--- config.mk ---
export PLATFORM = sky130hd
export DESIGN_NAME = redirectTop
export DESIGN_NICKNAME = d
export VERILOG_FILES = /design/src/verilog/redirect_pkg.sv /design/src/verilog/redirect_ifs.sv /design/src/verilog/csrBank.sv /design/src/verilog/redirectCombiner.sv /design/src/verilog/redirectTop.sv /design/src/verilog/resumeTargetCalc.sv /design/src/verilog/trapVectorCalc.sv
export VERILOG_INCLUDE_DIRS = /design/src /design/src/verilog
export SDC_FILE = /design/constraint.sdc
export NUM_CORES = 1
export LEC_CHECK = 0
export BUFFER_PORTS_ARGS = -buffer_cell sky130_fd_sc_hd__buf_4
export CAP_MARGIN = 10
export CORE_ASPECT_RATIO = 1.4
export CORE_MARGIN = 4
export CORE_UTILIZATION = 45
export CTS_BUF_LIST = sky130_fd_sc_hd__clkbuf_8 sky130_fd_sc_hd__clkbuf_16
export CTS_CLUSTER_DIAMETER = 30
export DETAILED_ROUTE_END_ITERATION = 6
export GPL_TIMING_DRIVEN = 1
export SYNTH_ARGS = -nofsm -noshare
export SYNTH_HDL_FRONTEND = slang
export SYNTH_HIERARCHICAL = 1
export SYNTH_SLANG_ARGS = --single-unit
--- constraint.sdc ---
create_clock -name clk -period 4.2 [get_ports clk]
set_input_delay 0.21 -clock clk [delete_from_list [all_inputs] [get_ports clk]]
set_output_delay 0.21 -clock clk [all_outputs]
set_load 0.005 [all_outputs]
--- src/verilog/redirect_params.svh ---
`ifndef REDIRECT_PARAMS_SVH
`define REDIRECT_PARAMS_SVH

// address and csr value width.
`define REDIR_XLEN 32

// cause code width, as seen by vectored mode.
`define REDIR_CODEW 4

// csr write port selector codes.
// trap-vector registers first.
`define CSR_SEL_MTVEC 3'd0
`define CSR_SEL_STVEC 3'd1
`define CSR_SEL_UTVEC 3'd2
// then the exception pcs.
`define CSR_SEL_MEPC 3'd3
`define CSR_SEL_SEPC 3'd4
`define CSR_SEL_UEPC 3'd5

`endif

--- src/verilog/redirect_pkg.sv ---
`include "redirect_params.svh"

package redirect_pkg;

    // privilege levels, rv encoding.
    // 2'd2 is reserved.
    typedef enum logic [1:0] {
        privUser       = 2'd0,
        privSupervisor = 2'd1,
        privMachine    = 2'd3
    } privT;

    // xtvec word.
    // written raw, read back as base and mode.
    typedef union packed {
        logic [`REDIR_XLEN-1:0] raw;
        struct packed {
            logic [`REDIR_XLEN-3:0] base;
            logic [1:0]             mode;
        } fields;
    } tvecU;

    // request flags, one per accepted beat.
    // any mix of the three kinds may be set.
    typedef struct packed {
        logic trap;
        logic trapReturn;
        logic flush;
        privT priv;
        logic isInterrupt;
    } reqFlagsT;

endpackage

--- src/verilog/redirect_ifs.sv ---
`timescale 1ns/100ps
`include "redirect_params.svh"

// current csr state, bank to both side units.
// no handshake, plain register outputs.
interface csrViewIf import redirect_pkg::*; ();
    tvecU                   mtvec;
    tvecU                   stvec;
    tvecU                   utvec;
    logic [`REDIR_XLEN-1:0] mepc;
    logic [`REDIR_XLEN-1:0] sepc;
    logic [`REDIR_XLEN-1:0] uepc;

    modport bank   (output mtvec, stvec, utvec, mepc, sepc, uepc);
    modport vector (input mtvec, stvec, utvec);
    modport resume (input mepc, sepc, uepc);
endinterface

// side unit result towards the combiner.
// held by the source until valid and ready meet.
interface targetIf ();
    logic                   valid;
    logic                   ready;
    logic                   take;
    logic [`REDIR_XLEN-1:0] target;

    modport src (output valid, take, target, input ready);
    modport dst (input valid, take, target, output ready);
endinterface

--- src/verilog/csrBank.sv ---
`timescale 1ns/100ps
`include "redirect_params.svh"

module csrBank import redirect_pkg::*; (
    input  logic                   clk,
    input  logic                   rstN,
    input  logic                   csrWe,
    input  logic [2:0]             csrSel,
    input  logic [`REDIR_XLEN-1:0] csrWdata,
    csrViewIf.bank                 view
);

    tvecU                   mtvecQ;
    tvecU                   stvecQ;
    tvecU                   utvecQ;
    logic [`REDIR_XLEN-1:0] mepcQ;
    logic [`REDIR_XLEN-1:0] sepcQ;
    logic [`REDIR_XLEN-1:0] uepcQ;

    // incoming word seen as a trap vector.
    tvecU                   wrVec;
    // epc values are always halfword aligned.
    logic [`REDIR_XLEN-1:0] wrEpc;

    assign wrVec.raw = csrWdata;
    assign wrEpc     = {csrWdata[`REDIR_XLEN-1:1], 1'b0};

    // new value visible the cycle after csrWe.
    always_ff @(posedge clk) begin
        if (!rstN) begin
            mtvecQ <= '0;
            stvecQ <= '0;
            utvecQ <= '0;
            mepcQ  <= '0;
            sepcQ  <= '0;
            uepcQ  <= '0;
        end else if (csrWe) begin
            case (csrSel)
                `CSR_SEL_MTVEC: mtvecQ <= wrVec;
                `CSR_SEL_STVEC: stvecQ <= wrVec;
                `CSR_SEL_UTVEC: utvecQ <= wrVec;
                `CSR_SEL_MEPC:  mepcQ  <= wrEpc;
                `CSR_SEL_SEPC:  sepcQ  <= wrEpc;
                `CSR_SEL_UEPC:  uepcQ  <= wrEpc;
                // unused selectors are ignored.
                default: ;
            endcase
        end
    end

    // view port.
    assign view.mtvec = mtvecQ;
    assign view.stvec = stvecQ;
    assign view.utvec = utvecQ;
    assign view.mepc  = mepcQ;
    assign view.sepc  = sepcQ;
    assign view.uepc  = uepcQ;

endmodule

--- src/verilog/redirectCombiner.sv ---
`timescale 1ns/100ps
`include "redirect_params.svh"

module redirectCombiner (
    input  logic                   clk,
    input  logic                   rstN,
    input  logic                   redirReady,
    targetIf.dst                   vec,
    targetIf.dst                   res,
    output logic                   redirValid,
    output logic [`REDIR_XLEN-1:0] redirPc
);

    logic                   pairValid;
    logic                   regFree;
    logic                   consume;
    logic                   anyTake;
    logic [`REDIR_XLEN-1:0] pickPc;
    logic                   validQ;
    logic [`REDIR_XLEN-1:0] pcQ;

    // both sides were loaded by the same request.
    assign pairValid = vec.valid && res.valid;
    // output register empty or leaving now.
    assign regFree   = !validQ || redirReady;
    assign consume   = pairValid && regFree;

    // pop both sides together.
    assign vec.ready = consume;
    assign res.ready = consume;

    // trap over return over flush.
    // res already ordered return over flush.
    assign anyTake = vec.take || res.take;
    assign pickPc  = vec.take ? vec.target : res.target;

    // a pair with no take is dropped here.
    always_ff @(posedge clk) begin
        if (!rstN) begin
            validQ <= 1'b0;
        end else if (consume) begin
            validQ <= anyTake;
        end else if (redirReady) begin
            validQ <= 1'b0;
        end
    end

    // pc held while fetch stalls.
    always_ff @(posedge clk) begin
        if (consume && anyTake) begin
            pcQ <= pickPc;
        end
    end

    assign redirValid = validQ;
    assign redirPc    = pcQ;

endmodule

--- src/verilog/redirectTop.sv ---
`timescale 1ns/100ps
`include "redirect_params.svh"

module redirectTop import redirect_pkg::*; (
    input  logic                    clk,
    input  logic                    rstN,
    input  logic                    csrWe,
    input  logic [2:0]              csrSel,
    input  logic [`REDIR_XLEN-1:0]  csrWdata,
    input  logic                    reqValid,
    input  logic                    reqTrap,
    input  logic                    reqTrapReturn,
    input  logic                    reqFlush,
    input  logic [1:0]              reqPriv,
    input  logic                    reqIsInterrupt,
    input  logic [`REDIR_CODEW-1:0] reqCode,
    input  logic [`REDIR_XLEN-1:0]  reqFlushTarget,
    input  logic                    redirReady,
    output logic                    reqReady,
    output logic                    redirValid,
    output logic [`REDIR_XLEN-1:0]  redirPc
);

    reqFlagsT reqFlags;
    logic     vecReady;
    logic     resReady;

    csrViewIf csrView ();
    targetIf  vecTarget ();
    targetIf  resTarget ();

    // request flags as one word.
    assign reqFlags.trap        = reqTrap;
    assign reqFlags.trapReturn  = reqTrapReturn;
    assign reqFlags.flush       = reqFlush;
    assign reqFlags.priv        = privT'(reqPriv);
    assign reqFlags.isInterrupt = reqIsInterrupt;

    // accept only when both side stages have room.
    assign reqReady = vecReady && resReady;

    csrBank bank (
        .clk, .rstN, .csrWe, .csrSel, .csrWdata,
        .view (csrView.bank)
    );

    trapVectorCalc vecCalc (
        .clk, .rstN,
        .inValid (reqValid), .flags (reqFlags), .code (reqCode), .inReady (vecReady),
        .view (csrView.vector), .out (vecTarget.src)
    );

    resumeTargetCalc resCalc (
        .clk, .rstN,
        .inValid (reqValid), .flags (reqFlags), .flushTarget (reqFlushTarget),
        .inReady (resReady), .view (csrView.resume), .out (resTarget.src)
    );

    redirectCombiner combiner (
        .clk, .rstN, .redirReady,
        .vec (vecTarget.dst), .res (resTarget.dst),
        .redirValid, .redirPc
    );

endmodule

--- src/verilog/resumeTargetCalc.sv ---
`timescale 1ns/100ps
`include "redirect_params.svh"

module resumeTargetCalc import redirect_pkg::*; (
    input  logic                   clk,
    input  logic                   rstN,
    input  logic                   inValid,
    input  reqFlagsT               flags,
    input  logic [`REDIR_XLEN-1:0] flushTarget,
    output logic                   inReady,
    csrViewIf.resume               view,
    targetIf.src                   out
);

    logic [`REDIR_XLEN-1:0] epc;
    logic [`REDIR_XLEN-1:0] resTarget;
    logic                   validQ;
    logic                   takeQ;
    logic [`REDIR_XLEN-1:0] targetQ;

    // epc of the level being left.
    always_comb begin
        unique case (flags.priv)
            privMachine:    epc = view.mepc;
            privSupervisor: epc = view.sepc;
            privUser:       epc = view.uepc;
            default:        epc = '0;
        endcase
    end

    // trap return beats a plain flush.
    assign resTarget = flags.trapReturn ? epc :
                       {flushTarget[`REDIR_XLEN-1:2], 2'b00};

    assign inReady = !validQ || out.ready;

    // same flow as the vector stage, so both stay in step.
    always_ff @(posedge clk) begin
        if (!rstN) begin
            validQ <= 1'b0;
        end else if (inValid && inReady) begin
            validQ <= 1'b1;
        end else if (out.ready) begin
            validQ <= 1'b0;
        end
    end

    always_ff @(posedge clk) begin
        if (inValid && inReady) begin
            takeQ   <= flags.trapReturn || flags.flush;
            targetQ <= resTarget;
        end
    end

    assign out.valid  = validQ;
    assign out.take   = takeQ;
    assign out.target = targetQ;

endmodule

--- src/verilog/trapVectorCalc.sv ---
`timescale 1ns/100ps
`include "redirect_params.svh"

module trapVectorCalc import redirect_pkg::*; (
    input  logic                    clk,
    input  logic                    rstN,
    input  logic                    inValid,
    input  reqFlagsT                flags,
    input  logic [`REDIR_CODEW-1:0] code,
    output logic                    inReady,
    csrViewIf.vector                view,
    targetIf.src                    out
);

    tvecU                   selVec;
    logic [`REDIR_XLEN-1:0] vecTarget;
    logic                   validQ;
    logic                   takeQ;
    logic [`REDIR_XLEN-1:0] targetQ;

    // tvec of the target privilege level.
    always_comb begin
        unique case (flags.priv)
            privMachine:    selVec = view.mtvec;
            privSupervisor: selVec = view.stvec;
            privUser:       selVec = view.utvec;
            default:        selVec = '0;
        endcase
    end

    // vectored mode only applies to interrupts.
    // exceptions always land on base.
    always_comb begin
        if (selVec.fields.mode == 2'b01 && flags.isInterrupt) begin
            vecTarget = {selVec.fields.base +
                         {{(`REDIR_XLEN-2-`REDIR_CODEW){1'b0}}, code}, 2'b00};
        end else begin
            vecTarget = {selVec.fields.base, 2'b00};
        end
    end

    // one-entry stage.
    // free when empty or draining this cycle.
    assign inReady = !validQ || out.ready;

    always_ff @(posedge clk) begin
        if (!rstN) begin
            validQ <= 1'b0;
        end else if (inValid && inReady) begin
            validQ <= 1'b1;
        end else if (out.ready) begin
            validQ <= 1'b0;
        end
    end

    // result payload.
    always_ff @(posedge clk) begin
        if (inValid && inReady) begin
            takeQ   <= flags.trap;
            targetQ <= vecTarget;
        end
    end

    assign out.valid  = validQ;
    assign out.take   = takeQ;
    assign out.target = targetQ;

endmodule
# --- After elaboration in Yosys (flattened, before gate mapping) ---
# Index checks and enable logic that the tools add are counted.
# W data, S select, Z words.
op_classes:
  n_addsub: 1
  eq_ne: 8
  n_mux: 10
  reduce_logical: 26
op_table:
  columns: ["cell", "count"]
  rows:
  - ["$pmux W32 S3", 2]
  - ["$mux W32", 3]
  - ["$add A30 B4 Y30", 1]
  - ["$reduce_and A2 Y1", 6]
  - ["$logic_and A1 B1 Y1", 7]
  - ["$eq A3 B2 Y1 const B", 2]
  - ["$eq A3 B3 Y1 const B", 2]
  - ["$reduce_bool A2 Y1", 3]
  - ["$logic_or A1 B1 Y1", 5]
  - ["$mux W1", 5]
  - ["$eq A2 B1 Y1 const B", 2]
  - ["$eq A3 B1 Y1 const B", 1]
  - ["$logic_not A1 Y1", 3]
  - ["$logic_not A3 Y1", 1]
  - ["$eq A2 B2 Y1 const B", 1]
  - ["$logic_not A2 Y1", 1]
totals:
  regBits: 290
  input_bits: 82
  out_inout_bits: 34
  word_cells: 60

# --- Logic depth before layout (Yosys ltp) ---
# Gate-level depths: netlist of run 1.
depth:
  word_depth: 6
  mapped_depth: 15
  ltp_nobuf: 11

# --- By module ---
# The synthesis of run 1 kept the hierarchy.
modules_own_cells:
  columns: ["mod", "instances", "cells_each", "area_per_inst_um2"]
  rows:
  - ["csrBank", 1, 656, 6874.1]
  - ["trapVectorCalc", 1, 222, 2513.7]
  - ["resumeTargetCalc", 1, 186, 2285.9]
  - ["redirectCombiner", 1, 77, 1569.0]
  - ["redirectTop", 1, 1, 6.3]

# --- Worst setup path after synthesis of run 1 ---
# Ideal clock, no wire load.
synth_timing:
  kind: "reg-to-reg"
  start: "register vecCalc.takeQ, in the netlist vecCalc/out.take"
  end: "register combiner.pcQ[0], in the netlist combiner/redirPc[0], enable pin"
  setup_ns: 0.461
  t_arrival_ns: 2.894
  required_time_ns: 3.739
  slack_ns: 0.845
  path_stages_with_launch: 5
  path_buffers: 2
  synth_period_minus_slack_ns: 3.355
  cell_sequence: "edfxtp_1 buf_6 buf_12 nor2_1 nor3_1"
synth_via:
  elab_chain_cells: 2
synth_lines:
  columns: ["item", "line_no", "text"]
  rows:
  - ["start: declaration", "trapVectorCalc.sv:18", "logic takeQ;"]
  - ["start signal: assignment", "trapVectorCalc.sv:59", "takeQ <= flags.trap;"]
  - ["$logic_or A1 B1 Y1", "redirectCombiner.sv:34", "assign anyTake = vec.take || res.take;"]
  - ["$logic_and A1 B1 Y1", "redirectCombiner.sv:50", "if (consume && anyTake) begin"]
  - ["end signal: assignment", "redirectCombiner.sv:51", "pcQ <= pickPc;"]
  - ["end: declaration", "redirectCombiner.sv:20", "logic [`REDIR_XLEN-1:0] pcQ;"]
# No other way between the ends.
# A chain may end at the register's enable or synchronous reset.

# --- Worst setup path in the final report of run 1 ---
layout_timing:
  start: "register bank.stvecQ (netlist bit bank/view.stvec[2])"
  end: "register vecCalc.targetQ[22], in the netlist vecCalc/out.target[22] (data pin)"
layout_via:
  elab_chain_cells: 3
layout_lines:
  columns: ["item", "line_no", "text"]
  rows:
  - ["start: declaration", "csrBank.sv:14", "tvecU stvecQ;"]
  - ["start signal: assignment", "csrBank.sv:40", "`CSR_SEL_STVEC: stvecQ <= wrVec;"]
  - ["$pmux W32 S3", "trapVectorCalc.sv:23", "unique case (flags.priv)"]
  - ["$add A30 B4 Y30", "trapVectorCalc.sv:35", "vecTarget = {selVec.fields.base +"]
  - ["$mux W32", "trapVectorCalc.sv:34", "if (selVec.fields.mode == 2'b01 && flags.isInterrupt) begin"]
  - ["net vecCalc.vecTarget[22]", "trapVectorCalc.sv:16", "logic [`REDIR_XLEN-1:0] vecTarget;"]
  - ["end signal: assignment", "trapVectorCalc.sv:60", "targetQ <= vecTarget;"]
  - ["end: declaration", "trapVectorCalc.sv:19", "logic [`REDIR_XLEN-1:0] targetQ;"]
# The timed path passes the listed nets, and every way through them passes these cells.

==> summary.md, run 1 <==
| Metric | Value |
|---|---|
| Largest net degree at the start of global routing | 99 |
| CTS tree | built |
| 1st-iter DRT viols | 428 |
| Clock power frac | 0.541 |
| Hpwl dp | 18.8 mm |
| Global route total overflow | 0 |
| Post-DR wirelength/cell | around 19 um |
| Max frequency | 376 MHz |
| Most frequent cells in the layout | mux2i_1, nand2_1, dfxtp_1 |
| Pwr Density | 481 nW/um^2 |
| NetSw | 1.76 mW |
| Worst-Skew Late Latency | approximately 550 ps |
| Comb pwr share | 0.064 |
| CTS root buf | clkbuf_16 |
| Hold path cells | 3 |
| Synth Instances | about 1100 |
| P&R area growth vs syn | 20.0% |
| Share of cells above drive strength 1 | 0.241 |
| Power Internal | approximately 5.9 mW |
| Status | completed |
| WP buf/inv | 0 |
| Die ar. | 32300 um^2 |
| Via/cell ratio | about 5.2 |
| Clock sink count | 288 |
| Ant diodes | 0 |
| CP Data Arrival Time | 2960 ps |
| Core Rows | 74 |
| RR Endpoint | vecCalc/out.target[22] |
| # setup viols final | 0 |
| Crit path launch type | flip-flop |
| Routed Wire Length | 31.0 mm |
| Worst hold path startpoint | csrWdata[0] |
| Placer congestion estimate | 0.744 |
| Endpoints failing hold | 0 |
| Core box area | 29100 um^2 |
| Most common cell after layout, fill and taps aside | mux2i_1 |
| Vias post-DR | about 8700 |
| Adder-Cell Fraction of Synth Area | 0.00529 |
| Hold EP | bank/view.utvec[0] |
| Ys async rst share | 0 |
| Crit-path cells | mux2i_1 > o21ai_0 > ha_1 > fa_1 > a21o_1 > a21oi_1 > nand3b_1 > nor4_4 > nand4_1 > xnor2_1 |
| Synthesized cell area | 13200 um^2 |
| Leak Pwr | 6.88 nW |
| Post-route insts no fill | 1668 |
| Io pins | 116 |
| Worst-case clock buffer depth | 3 |
| Synthesized area per cell | roughly 12 um^2 |
| Peak supply drop | 0.000256 V |
| R2R cell count | 10 |
| Sequential Power Share | 0.396 |
| DRT Pass-1 Iters | 4 |
| Simple-gate share of the synthesized area | 0.118 |
| Largest family of logic cells by synthesized area | multiplexers |
| Flop-to-flop setup slack | 1540 ps |
| Yosys Warn Count | 6 |
| Setup TNS | 0 ps |
| Synth Area in Compound Gates | 0.0646 |
| ANT nets after route | 0 |
| CTS buffer count | 50 |
| H-tree levels | 2 |
| Utilization after layout | 0.547 |
| Actual slew at the worst max-slew pin | 1080 ps |
| Period utilization | 0.633 |
| Max_cap viols | 0 |
| Clock skew | 26.0 ps |
| Post-synth EDFFs | 96 |
| Headroom to the max-slew limit | 0.278 |
| I/O Buffers | 113 |
| Tot GR Track Use | 0.193 |
| Critical path class | flip-flop to flip-flop |
| CP required | between 4000 and 5000 ps |
| Initial Utilization | 0.456 |
| Worst R2R Start | bank/view.stvec[2] |
| Post-synthesis mux area share | 0.228 |
| RSZ-0062 raised after global routing | false |
| Die X-Extent | 153 um |
| Post-synthesis register bit count | between 200 and 300 |
| NumNets Final | 1334 |
| DRC Markers | 0 |
| Placed Instances | 1572 |
| CP max stage cell | nor4_4 |
| Synth Area in XOR/XNOR | 0.0178 |
| Critical Path End Type | flip-flop |
| Seq/Total Area, Yosys | 0.508 |
| Critical path depth | 10 |
| Distinct cells, synth | 58 |
| Vert. Die Dim | 211 um |
| HP Class | input pin to flip-flop |
| Sw frac | 0.230 |
| Initial antenna violation count | 0 |
| Max stage delay on crit path | 450 ps |
| Slew Limit Fails | 0 |
| CP delay by family, top | simple AND/OR/NAND/NOR gates |
| Critical path fanouts, max | 6 |
| Clk slew on worst S/H paths | 50 ps |
| First-pass GRT wire length | 49.8 mm |
| Most common flop cell mapped by yosys | dfxtp_1 |
| Vias in the first global route | 9001 |
| Min Clock Period, post-route | 2660 ps |
==> per-layer routing <==
layer  GRT usage  share of wire  vias up
li1            -              -     4245
met4      0.0501          0.016        0
met2       0.326           0.48      156
met3      0.0305          0.037       35
met1       0.260           0.47     4261
met5           0              0        -
==> power by group through the flow <==
stage               registers, mW  logic, mW  clock network, mW
floorplan                    3.07      0.341                  0
global placement             3.08      0.484                  0
detailed placement           3.08      0.490                  0
CTS                          3.03      0.493               4.21
global route                 3.03      0.528               4.35
finish                       3.03      0.486               4.14
==> cell type report <==
class / count / area [um^2]
clock buffer: 54 / 1340
clock inverter: 39 / 412
fill: 2541 / 13200
inverter: 32 / 120
multi-input combinational: 740 / 5790
sequential: 288 / 6730
tap: 380 / 475
timing repair buffer: 135 / 1040
==> per-stage QoR <==
| stage | hold WS (ps) | power (mW) | area [um^2] | setup slack, ps |
|---|---|---|---|---|
| after detailed placement | 393 | 3.57 | 14100 | 1040 |
| final | 4.32 | 7.65 | 15900 | 1540 |
| after global routing | 30.0 | 7.91 | 15900 | 1260 |
| after global placement | 396 | 3.57 | 14100 | 1060 |
| after CTS | 2.91 | 7.73 | 15900 | 1470 |
| after floorplan | 309 | 3.41 | 13300 | 845 |
==> Yosys cell counts, types with 7 or more instances <==
library cell,instances,area [um^2]
a21oi_1,8,40.0
buf_2,20,100
buf_4,15,113
buf_6,20,225
clkbuf_1,21,78.8
dfxtp_1,192,3840
edfxtp_1,96,2880
inv_1,32,120
mux2_4,29,435
mux2i_1,252,2520
nand2_1,237,890
nand3_1,38,190
nor2_1,11,41.3
o21ai_0,11,55.1
o221ai_2,30,450
o2bb2ai_1,13,114
o2bb2ai_2,7,105
xnor2_1,18,158
xor2_1,9,78.8
==> repair_timing <==
action	CTS	global route
setup buffers	0	0
endpoints found under the hold margin	4	0
resized for setup	0	0
hold buffers	3	0
==> worst min-delay path, cell delays in order <==
cell	delay [ps]
buf_4	80
nand2_1	80
mux2i_1	120
==> cells by family after synthesis <==
logic type / Yosys count
xor gates and xnor gates: 27
AOI/OAI and AO/OA: 81
and+or+nand+nor: 335
other: 2
adders and majority gates: 5
buffers and inverters: 117
muxes: 287
DFF: 288
==> registers in the layout (all words and copies together) (netlist names) <==
register             count
bank/view.stvec         32
bank/view.uepc          31
vecCalc/out.take         1
bank/view.mtvec         32
resCalc/out.target      32
combiner/redirPc        32
vecCalc/out.valid        1
bank/view.utvec         32
bank/view.mepc          31
combiner/redirValid      1
bank/view.sepc          31
resCalc/out.take         1
resCalc/out.valid        1
vecCalc/out.target      30
==> how the worst max path moves through the flow <==
stage,startpoint,end
floorplan,vecCalc/out.take,combiner/redirPc[0]
global placement,reqPriv[0],vecCalc/out.target[24]
detailed placement,reqPriv[0],vecCalc/out.target[28]
CTS,bank/view.utvec[2],vecCalc/out.target[22]
global route,bank/view.utvec[2],vecCalc/out.target[22]
finish,bank/view.stvec[2],vecCalc/out.target[22]
No activity file was read; power rests on OpenSTA's default activity.
==> run 2: changes to the inputs <==
--- a/config.mk
+++ b/config.mk
@@ -15,6 +15,7 @@
 export CTS_CLUSTER_DIAMETER = 30
 export DETAILED_ROUTE_END_ITERATION = 6
 export GPL_TIMING_DRIVEN = 1
+export PLACE_DENSITY = 0.65
 export SYNTH_ARGS = -nofsm -noshare
 export SYNTH_HDL_FRONTEND = slang
 export SYNTH_HIERARCHICAL = 1
==> constraint.sdc (replaced) <==
create_clock -name clk -period 2.16 [get_ports clk]
set_input_delay 0.108 -clock clk [delete_from_list [all_inputs] [get_ports clk]]
set_output_delay 0.108 -clock clk [all_outputs]
set_load 0.005 [all_outputs]
==> run 2 against run 1 <==
Effect of this change:
- the run now ends with setup timing left
- clock skew fell by 6.8 ps
- critical endpoint unchanged
- global-route usage increased by 0.46 points
- count of clock-buffer cells in the layout grew 1
- clock power is 86% higher
- register-to-register slack got worse by 1700 ps
- critical path depth is 1 higher
- flip-flop and latch count is the same
- wire length increased by 4.1%
==> summary.md, run 2 (same netlist as run 1, synthesis figures left out) <==
| Metric | Value |
|---|---|
| CTS root buf | clkbuf_16 |
| Share of cells above drive strength 1 | 0.279 |
| Ant diodes | 0 |
| Initial Utilization | 0.456 |
| Core Rows | 74 |
| Global route total overflow | 0 |
| Initial antenna violation count | 0 |
| Hpwl dp | 20.4 mm |
| Critical Path End Type | flip-flop |
| Status | finished with violations |
| Critical path class | flip-flop to flip-flop |
| CTS tree | built |
| 1st-iter DRT viols | 435 |
| HP Class | input pin to flip-flop |
| Peak supply drop | 0.000447 V |
| ANT nets after route | 0 |
| DRC Markers | 0 |
| RSZ-0062 raised after global routing | true |
| Crit-path cells | mux2i_1 > o21ai_1 > ha_2 > fa_2 > a21o_1 > a21oi_4 > nand3b_1 > nor4_4 > buf_4 > nand4_1 > xnor2_1 |
| I/O Buffers | 113 |
| First-pass GRT wire length | 51.3 mm |
| Placer congestion estimate | about 0.8 |
| Slew Limit Fails | 0 |
| Actual slew at the worst max-slew pin | 902 ps |
| Max_cap viols | 0 |
| Largest net degree at the start of global routing | 58 |
| P&R area growth vs syn | 29.5% |
| CP Data Arrival Time | 2650 ps |
| CP max stage cell | dfxtp_2 |
| DRT Pass-1 Iters | 5 |
| NumNets Final | 1451 |
| Clock sink count | roughly 290 |
| Pwr Density | around 860 nW/um^2 |
| Most common cell after layout, fill and taps aside | mux2i_1 |
| Die ar. | 32300 um^2 |
| Critical path fanouts, max | 5 |
| Vias in the first global route | 9375 |
| CP required | 2450 ps |
| Min Clock Period, post-route | approximately 2400 ps |
| Max frequency | 422 MHz |
| Flop-to-flop setup slack | -210 ps |
| Most frequent cells in the layout | mux2i_1, nand2_1, dfxtp_1 |
| Worst R2R Start | bank/view.utvec[2] |
| Placed Instances | roughly 1600 |
| # setup viols final | 18 |
| Headroom to the max-slew limit | 0.394 |
| Failing checks | setup timing |
| Io pins | between 100 and 150 |
| Final worst slack | -207 ps |
| Post-route insts no fill | between 1500 and 2000 |
| Tot GR Track Use | 0.197 |
| Leak Pwr | 7.51 nW |
| Clock skew | between 15 and 20 ps |
| Via/cell ratio | 5.17 |
| Hold Slack | approximately 12 ps |
| Max stage delay on crit path | 330 ps |
| CTS buffer count | between 40 and 50 |
| Core box area | roughly 29000 um^2 |
| Hold path cells | 3 |
| Worst hold path startpoint | csrWdata[19] |
| Die X-Extent | 153 um |
| Period utilization | 1.10 |
| Hold EP | bank/view.uepc[19] |
| Crit path launch type | flip-flop |
| H-tree levels | 2 |
| R2R cell count | 11 |
| Clk slew on worst S/H paths | 50 ps |
| Post-DR wirelength/cell | 18.1 um |
| Worst-Skew Late Latency | 550 ps |
| Routed Wire Length | 32.3 mm |
| Worst-case clock buffer depth | 3 |
| RR Endpoint | vecCalc/out.target[22] |
| Endpoints failing hold | 0 |
| Vias post-DR | ~9200 |
| Vert. Die Dim | ~210 um |
[run 2: cell count changes in the layout (fill, tap and decap cells not counted), sizes merged]
cell	change
clkinv	-2
clkinvlp	-2
clkbuf	+1
dlygate4sd3	+58
bufinv	-1
inv	-1
buf	+62
[run 2: report_power, final]
group          leakage, nW  internal, mW  switching [mW]
logic                 4.21         0.535           0.591
registers             2.48          5.80          0.0796
clock network        0.820          4.96            2.72
total                 7.51          11.3            3.39
[run 2: per-layer routing]
layer	share of wire	vias up	track usage
li1	-	4486	-
met1	0.44	4499	0.258
met2	0.50	186	0.347
met3	0.037	42	0.0271
met4	0.016	0	0.0498
met5	0	-	0
[run 2: repair_timing]
item	in CTS	in global routing
buffers inserted	2	7
hold buffers	61	0
endpoints found under the hold margin	164	0
gates cloned	0	0
endpoints found under the setup margin	23	25
pin swaps	6	18
gates resized for setup	2	28
[run 2: per-stage QoR]
step           total power [mW]  instance area (um^2)  setup slack [ps]  utilization  TNS (ps)
6_report                   14.7                 17200              -207        0.590     -1830
5_1_grt                    15.1                 17200              -319        0.590     -3870
4_1_cts                    14.8                 17000              -154        0.585     -1810
3_5_place_dp               7.01                 14700              -267        0.506     -3850
3_3_place_gp               6.99                 14700              -228        0.506     -3100
2_1_floorplan              6.63                 13300              -442            -     -7430
[run 2: worst max-delay path: cells and delay by family (launching register included)]
kind	cells	cell delay, ps
multiplexers	1	70
adder cells (fa/ha/maj)	2	440
AND/OR/NAND/NOR	3	530
AO/OA/AOI/OAI	3	390
XOR/XNOR	1	150
buffers and inverters	1	200
flip-flops	1	330
[run 2: worst max-delay path by stage]
stage | start | end | cells after the start
2_1_floorplan | reqPriv[0] | vecCalc/out.target[24] | 14
3_3_place_gp | reqPriv[0] | vecCalc/out.target[18] | 13
3_5_place_dp | reqPriv[0] | vecCalc/out.target[28] | 13
4_1_cts | bank/view.stvec[2] | vecCalc/out.target[28] | 11
5_1_grt | bank/view.utvec[2] | vecCalc/out.target[18] | 11
6_report | bank/view.utvec[2] | vecCalc/out.target[22] | 11
[run 2: final cells by class]
type	instances	area, um^2
Clock buffer	55	1300
Clock inverter	33	365
Fill cell	2405	11900
Inverter	32	120
Multi-Input combinational cell	740	5930
Sequential cell	288	6730
Tap cell	380	475
Timing Repair Buffer	255	2240
==> run 3: changes to the inputs <==
--- a/config.mk
+++ b/config.mk
@@ -15,7 +15,6 @@
 export CTS_CLUSTER_DIAMETER = 30
 export DETAILED_ROUTE_END_ITERATION = 6
 export GPL_TIMING_DRIVEN = 1
-export PLACE_DENSITY = 0.65
 export SYNTH_ARGS = -nofsm -noshare
 export SYNTH_HDL_FRONTEND = slang
 export SYNTH_HIERARCHICAL = 1
==> constraint.sdc (replaced) <==
create_clock -name clk -period 3 [get_ports clk]
set_input_delay 0.15 -clock clk [delete_from_list [all_inputs] [get_ports clk]]
set_output_delay 0.15 -clock clk [all_outputs]
set_load 0.005 [all_outputs]
==> run 3 against run 2 <==
Effect of this change:
- the run now ends clean
- via count shrank 4.6%
- register-to-register slack better by 570 ps
- wire length fell by 2.4%
- total power is 31% lower
- worst hold slack worse by 2.4 ps
- critical endpoint is now vecCalc/out.target[24]
- largest cell class unchanged
- highest routed layer unchanged
==> summary.md, run 3 (same netlist as run 1, synthesis figures left out) <==
| Metric | Value |
|---|---|
| Headroom to the max-slew limit | 0.528 |
| R2R cell count | 10 |
| H-tree levels | 2 |
| Final worst slack | 359 ps |
| Critical Path End Type | flip-flop |
| DP Worst Slack | 196 ps |
| Max frequency | 379 MHz |
| DRC Markers | 0 |
| Worst hold path startpoint | csrWdata[29] |
| # setup viols final | 0 |
| Clk slew on worst S/H paths | around 60 ps |
| Post-DR wirelength/cell | between 15 and 20 um |
| NumNets Final | 1371 |
| CP max stage cell | nor4_4 |
| Max stage delay on crit path | 440 ps |
| CTS root buf | clkbuf_16 |
| Slew Limit Fails | 0 |
| First-pass GRT wire length | 50.0 mm |
| Setup Buffers After CTS | 0 |
| Core box area | 29100 um^2 |
| I/O Buffers | 113 |
| Share of cells above drive strength 1 | 0.234 |
| CP Launch Point | bank/view.stvec[2] |
| Period utilization | 0.880 |
| Hpwl dp | 19.4 mm |
| Worst-case clock buffer depth | 3 |
| Placer congestion estimate | ~0.77 |
| Io pins | 116 |
| Initial antenna violation count | 0 |
| P&R area growth vs syn | 21.9% |
| Core Rows | 74 |
| 1st-iter DRT viols | 385 |
| Actual slew at the worst max-slew pin | between 700 and 800 ps |
| Setup TNS | 0 ps |
| Worst-Skew Late Latency | 540 ps |
| Largest net degree at the start of global routing | 56 |
| Fillers | 2582 |
| Die ar. | 32300 um^2 |
| Most frequent cells in the layout | mux2i_1, nand2_1, dfxtp_1 |
| Global route total overflow | 0 |
| CTS tree | built |
| Crit path launch type | flip-flop |
| DRT Pass-1 Iters | 4 |
| Ant diodes | 0 |
| Vias post-DR | 8792 |
| Endpoints failing hold | 0 |
| CTS buffer count | 46 |
| Worst R2R Start | bank/view.stvec[2] |
| CP Data Arrival Time | 2910 ps |
| Peak supply drop | about 0.00043 V |
| Via/cell ratio | between 5 and 6 |
| Crit-path cells | mux2i_1 > o21ai_0 > ha_1 > fa_1 > a21o_1 > a21oi_1 > nand3b_1 > nor4_4 > nand3_1 > xor2_1 |
| RSZ-0062 raised after global routing | false |
| Min Clock Period, post-route | around 2600 ps |
| Clock skew | about 18 ps |
| Vias in the first global route | 9031 |
| Hold path cells | 3 |
| CP required | approximately 3300 ps |
| Leak Pwr | approximately 7 nW |
| Clock sink count | approximately 290 |
| Utilization after layout | 0.556 |
| Status | completed |
| Routed Wire Length | 31.5 mm |
| Critical path class | flip-flop to flip-flop |
| Vert. Die Dim | 211 um |
| Pwr Density | roughly 630 nW/um^2 |
| Initial Utilization | 0.456 |
| Die X-Extent | 153 um |
| Critical path fanouts, max | 6 |
| Tot GR Track Use | 0.194 |
| Max_cap viols | 0 |
| Most common cell after layout, fill and taps aside | mux2i_1 |
| ANT nets after route | 0 |
| HP Class | input pin to flip-flop |
## run 3: path summary, 6_finish.rpt
check / endpoint / slack, ps
min reg2reg: bank/view.mtvec[1] / 450
min: bank/view.stvec[29] / 10
max reg2reg: vecCalc/out.target[24] / 360
max: vecCalc/out.target[24] / 360
## run 3: through the flow
stage	hold slack [ps]	instance area (um^2)	total power, mW	std cells
2_1_floorplan	249	13300	4.77	1145
3_3_place_gp	337	14200	5.01	1580
3_5_place_dp	335	14200	5.02	1580
4_1_cts	1.46	16200	10.2	1702
5_1_grt	28.2	16200	10.5	1702
6_report	9.73	16200	10.1	1702
## run 3: area by class of cell
cell class | count | area, um^2 | area share
sequential | 288 | 6730 | 0.416
multi-input combinational | 740 | 5790 | 0.359
timing repair buffer | 176 | 1490 | 0.0922
clock buffer | 54 | 1310 | 0.0809
tap | 380 | 475 | 0.0294
clock inverter | 32 | 244 | 0.0151
inverter | 32 | 120 | 0.00743
## run 3: power breakdown
part | internal (mW) | switching, mW | total, mW
logic | 0.334 | 0.405 | 0.739
registers | 4.18 | 0.0548 | 4.23
clock network | 3.29 | 1.88 | 5.17
## run 3: worst max-delay path, delay by kind of cell, from the launching register on
kind	cells	cell delay [ps]
AND/OR/NAND/NOR	3	870
adder cells (fa/ha/maj)	2	480
AO/OA/AOI/OAI	3	450
flip-flops	1	330
XOR/XNOR	1	180
multiplexers	1	70
## run 3: timing repair
action | 4_1_cts | 5_1_grt
gates resized for setup | 0 | 0
hold endpoints to repair | 50 | 0
hold buffers | 36 | 0
## run 3: routing by layer
layer	wire length, um	global-route usage
met5	0	0
met4	622	0.0572
met3	1460	0.0336
met2	15200	0.329
met1	14200	0.255
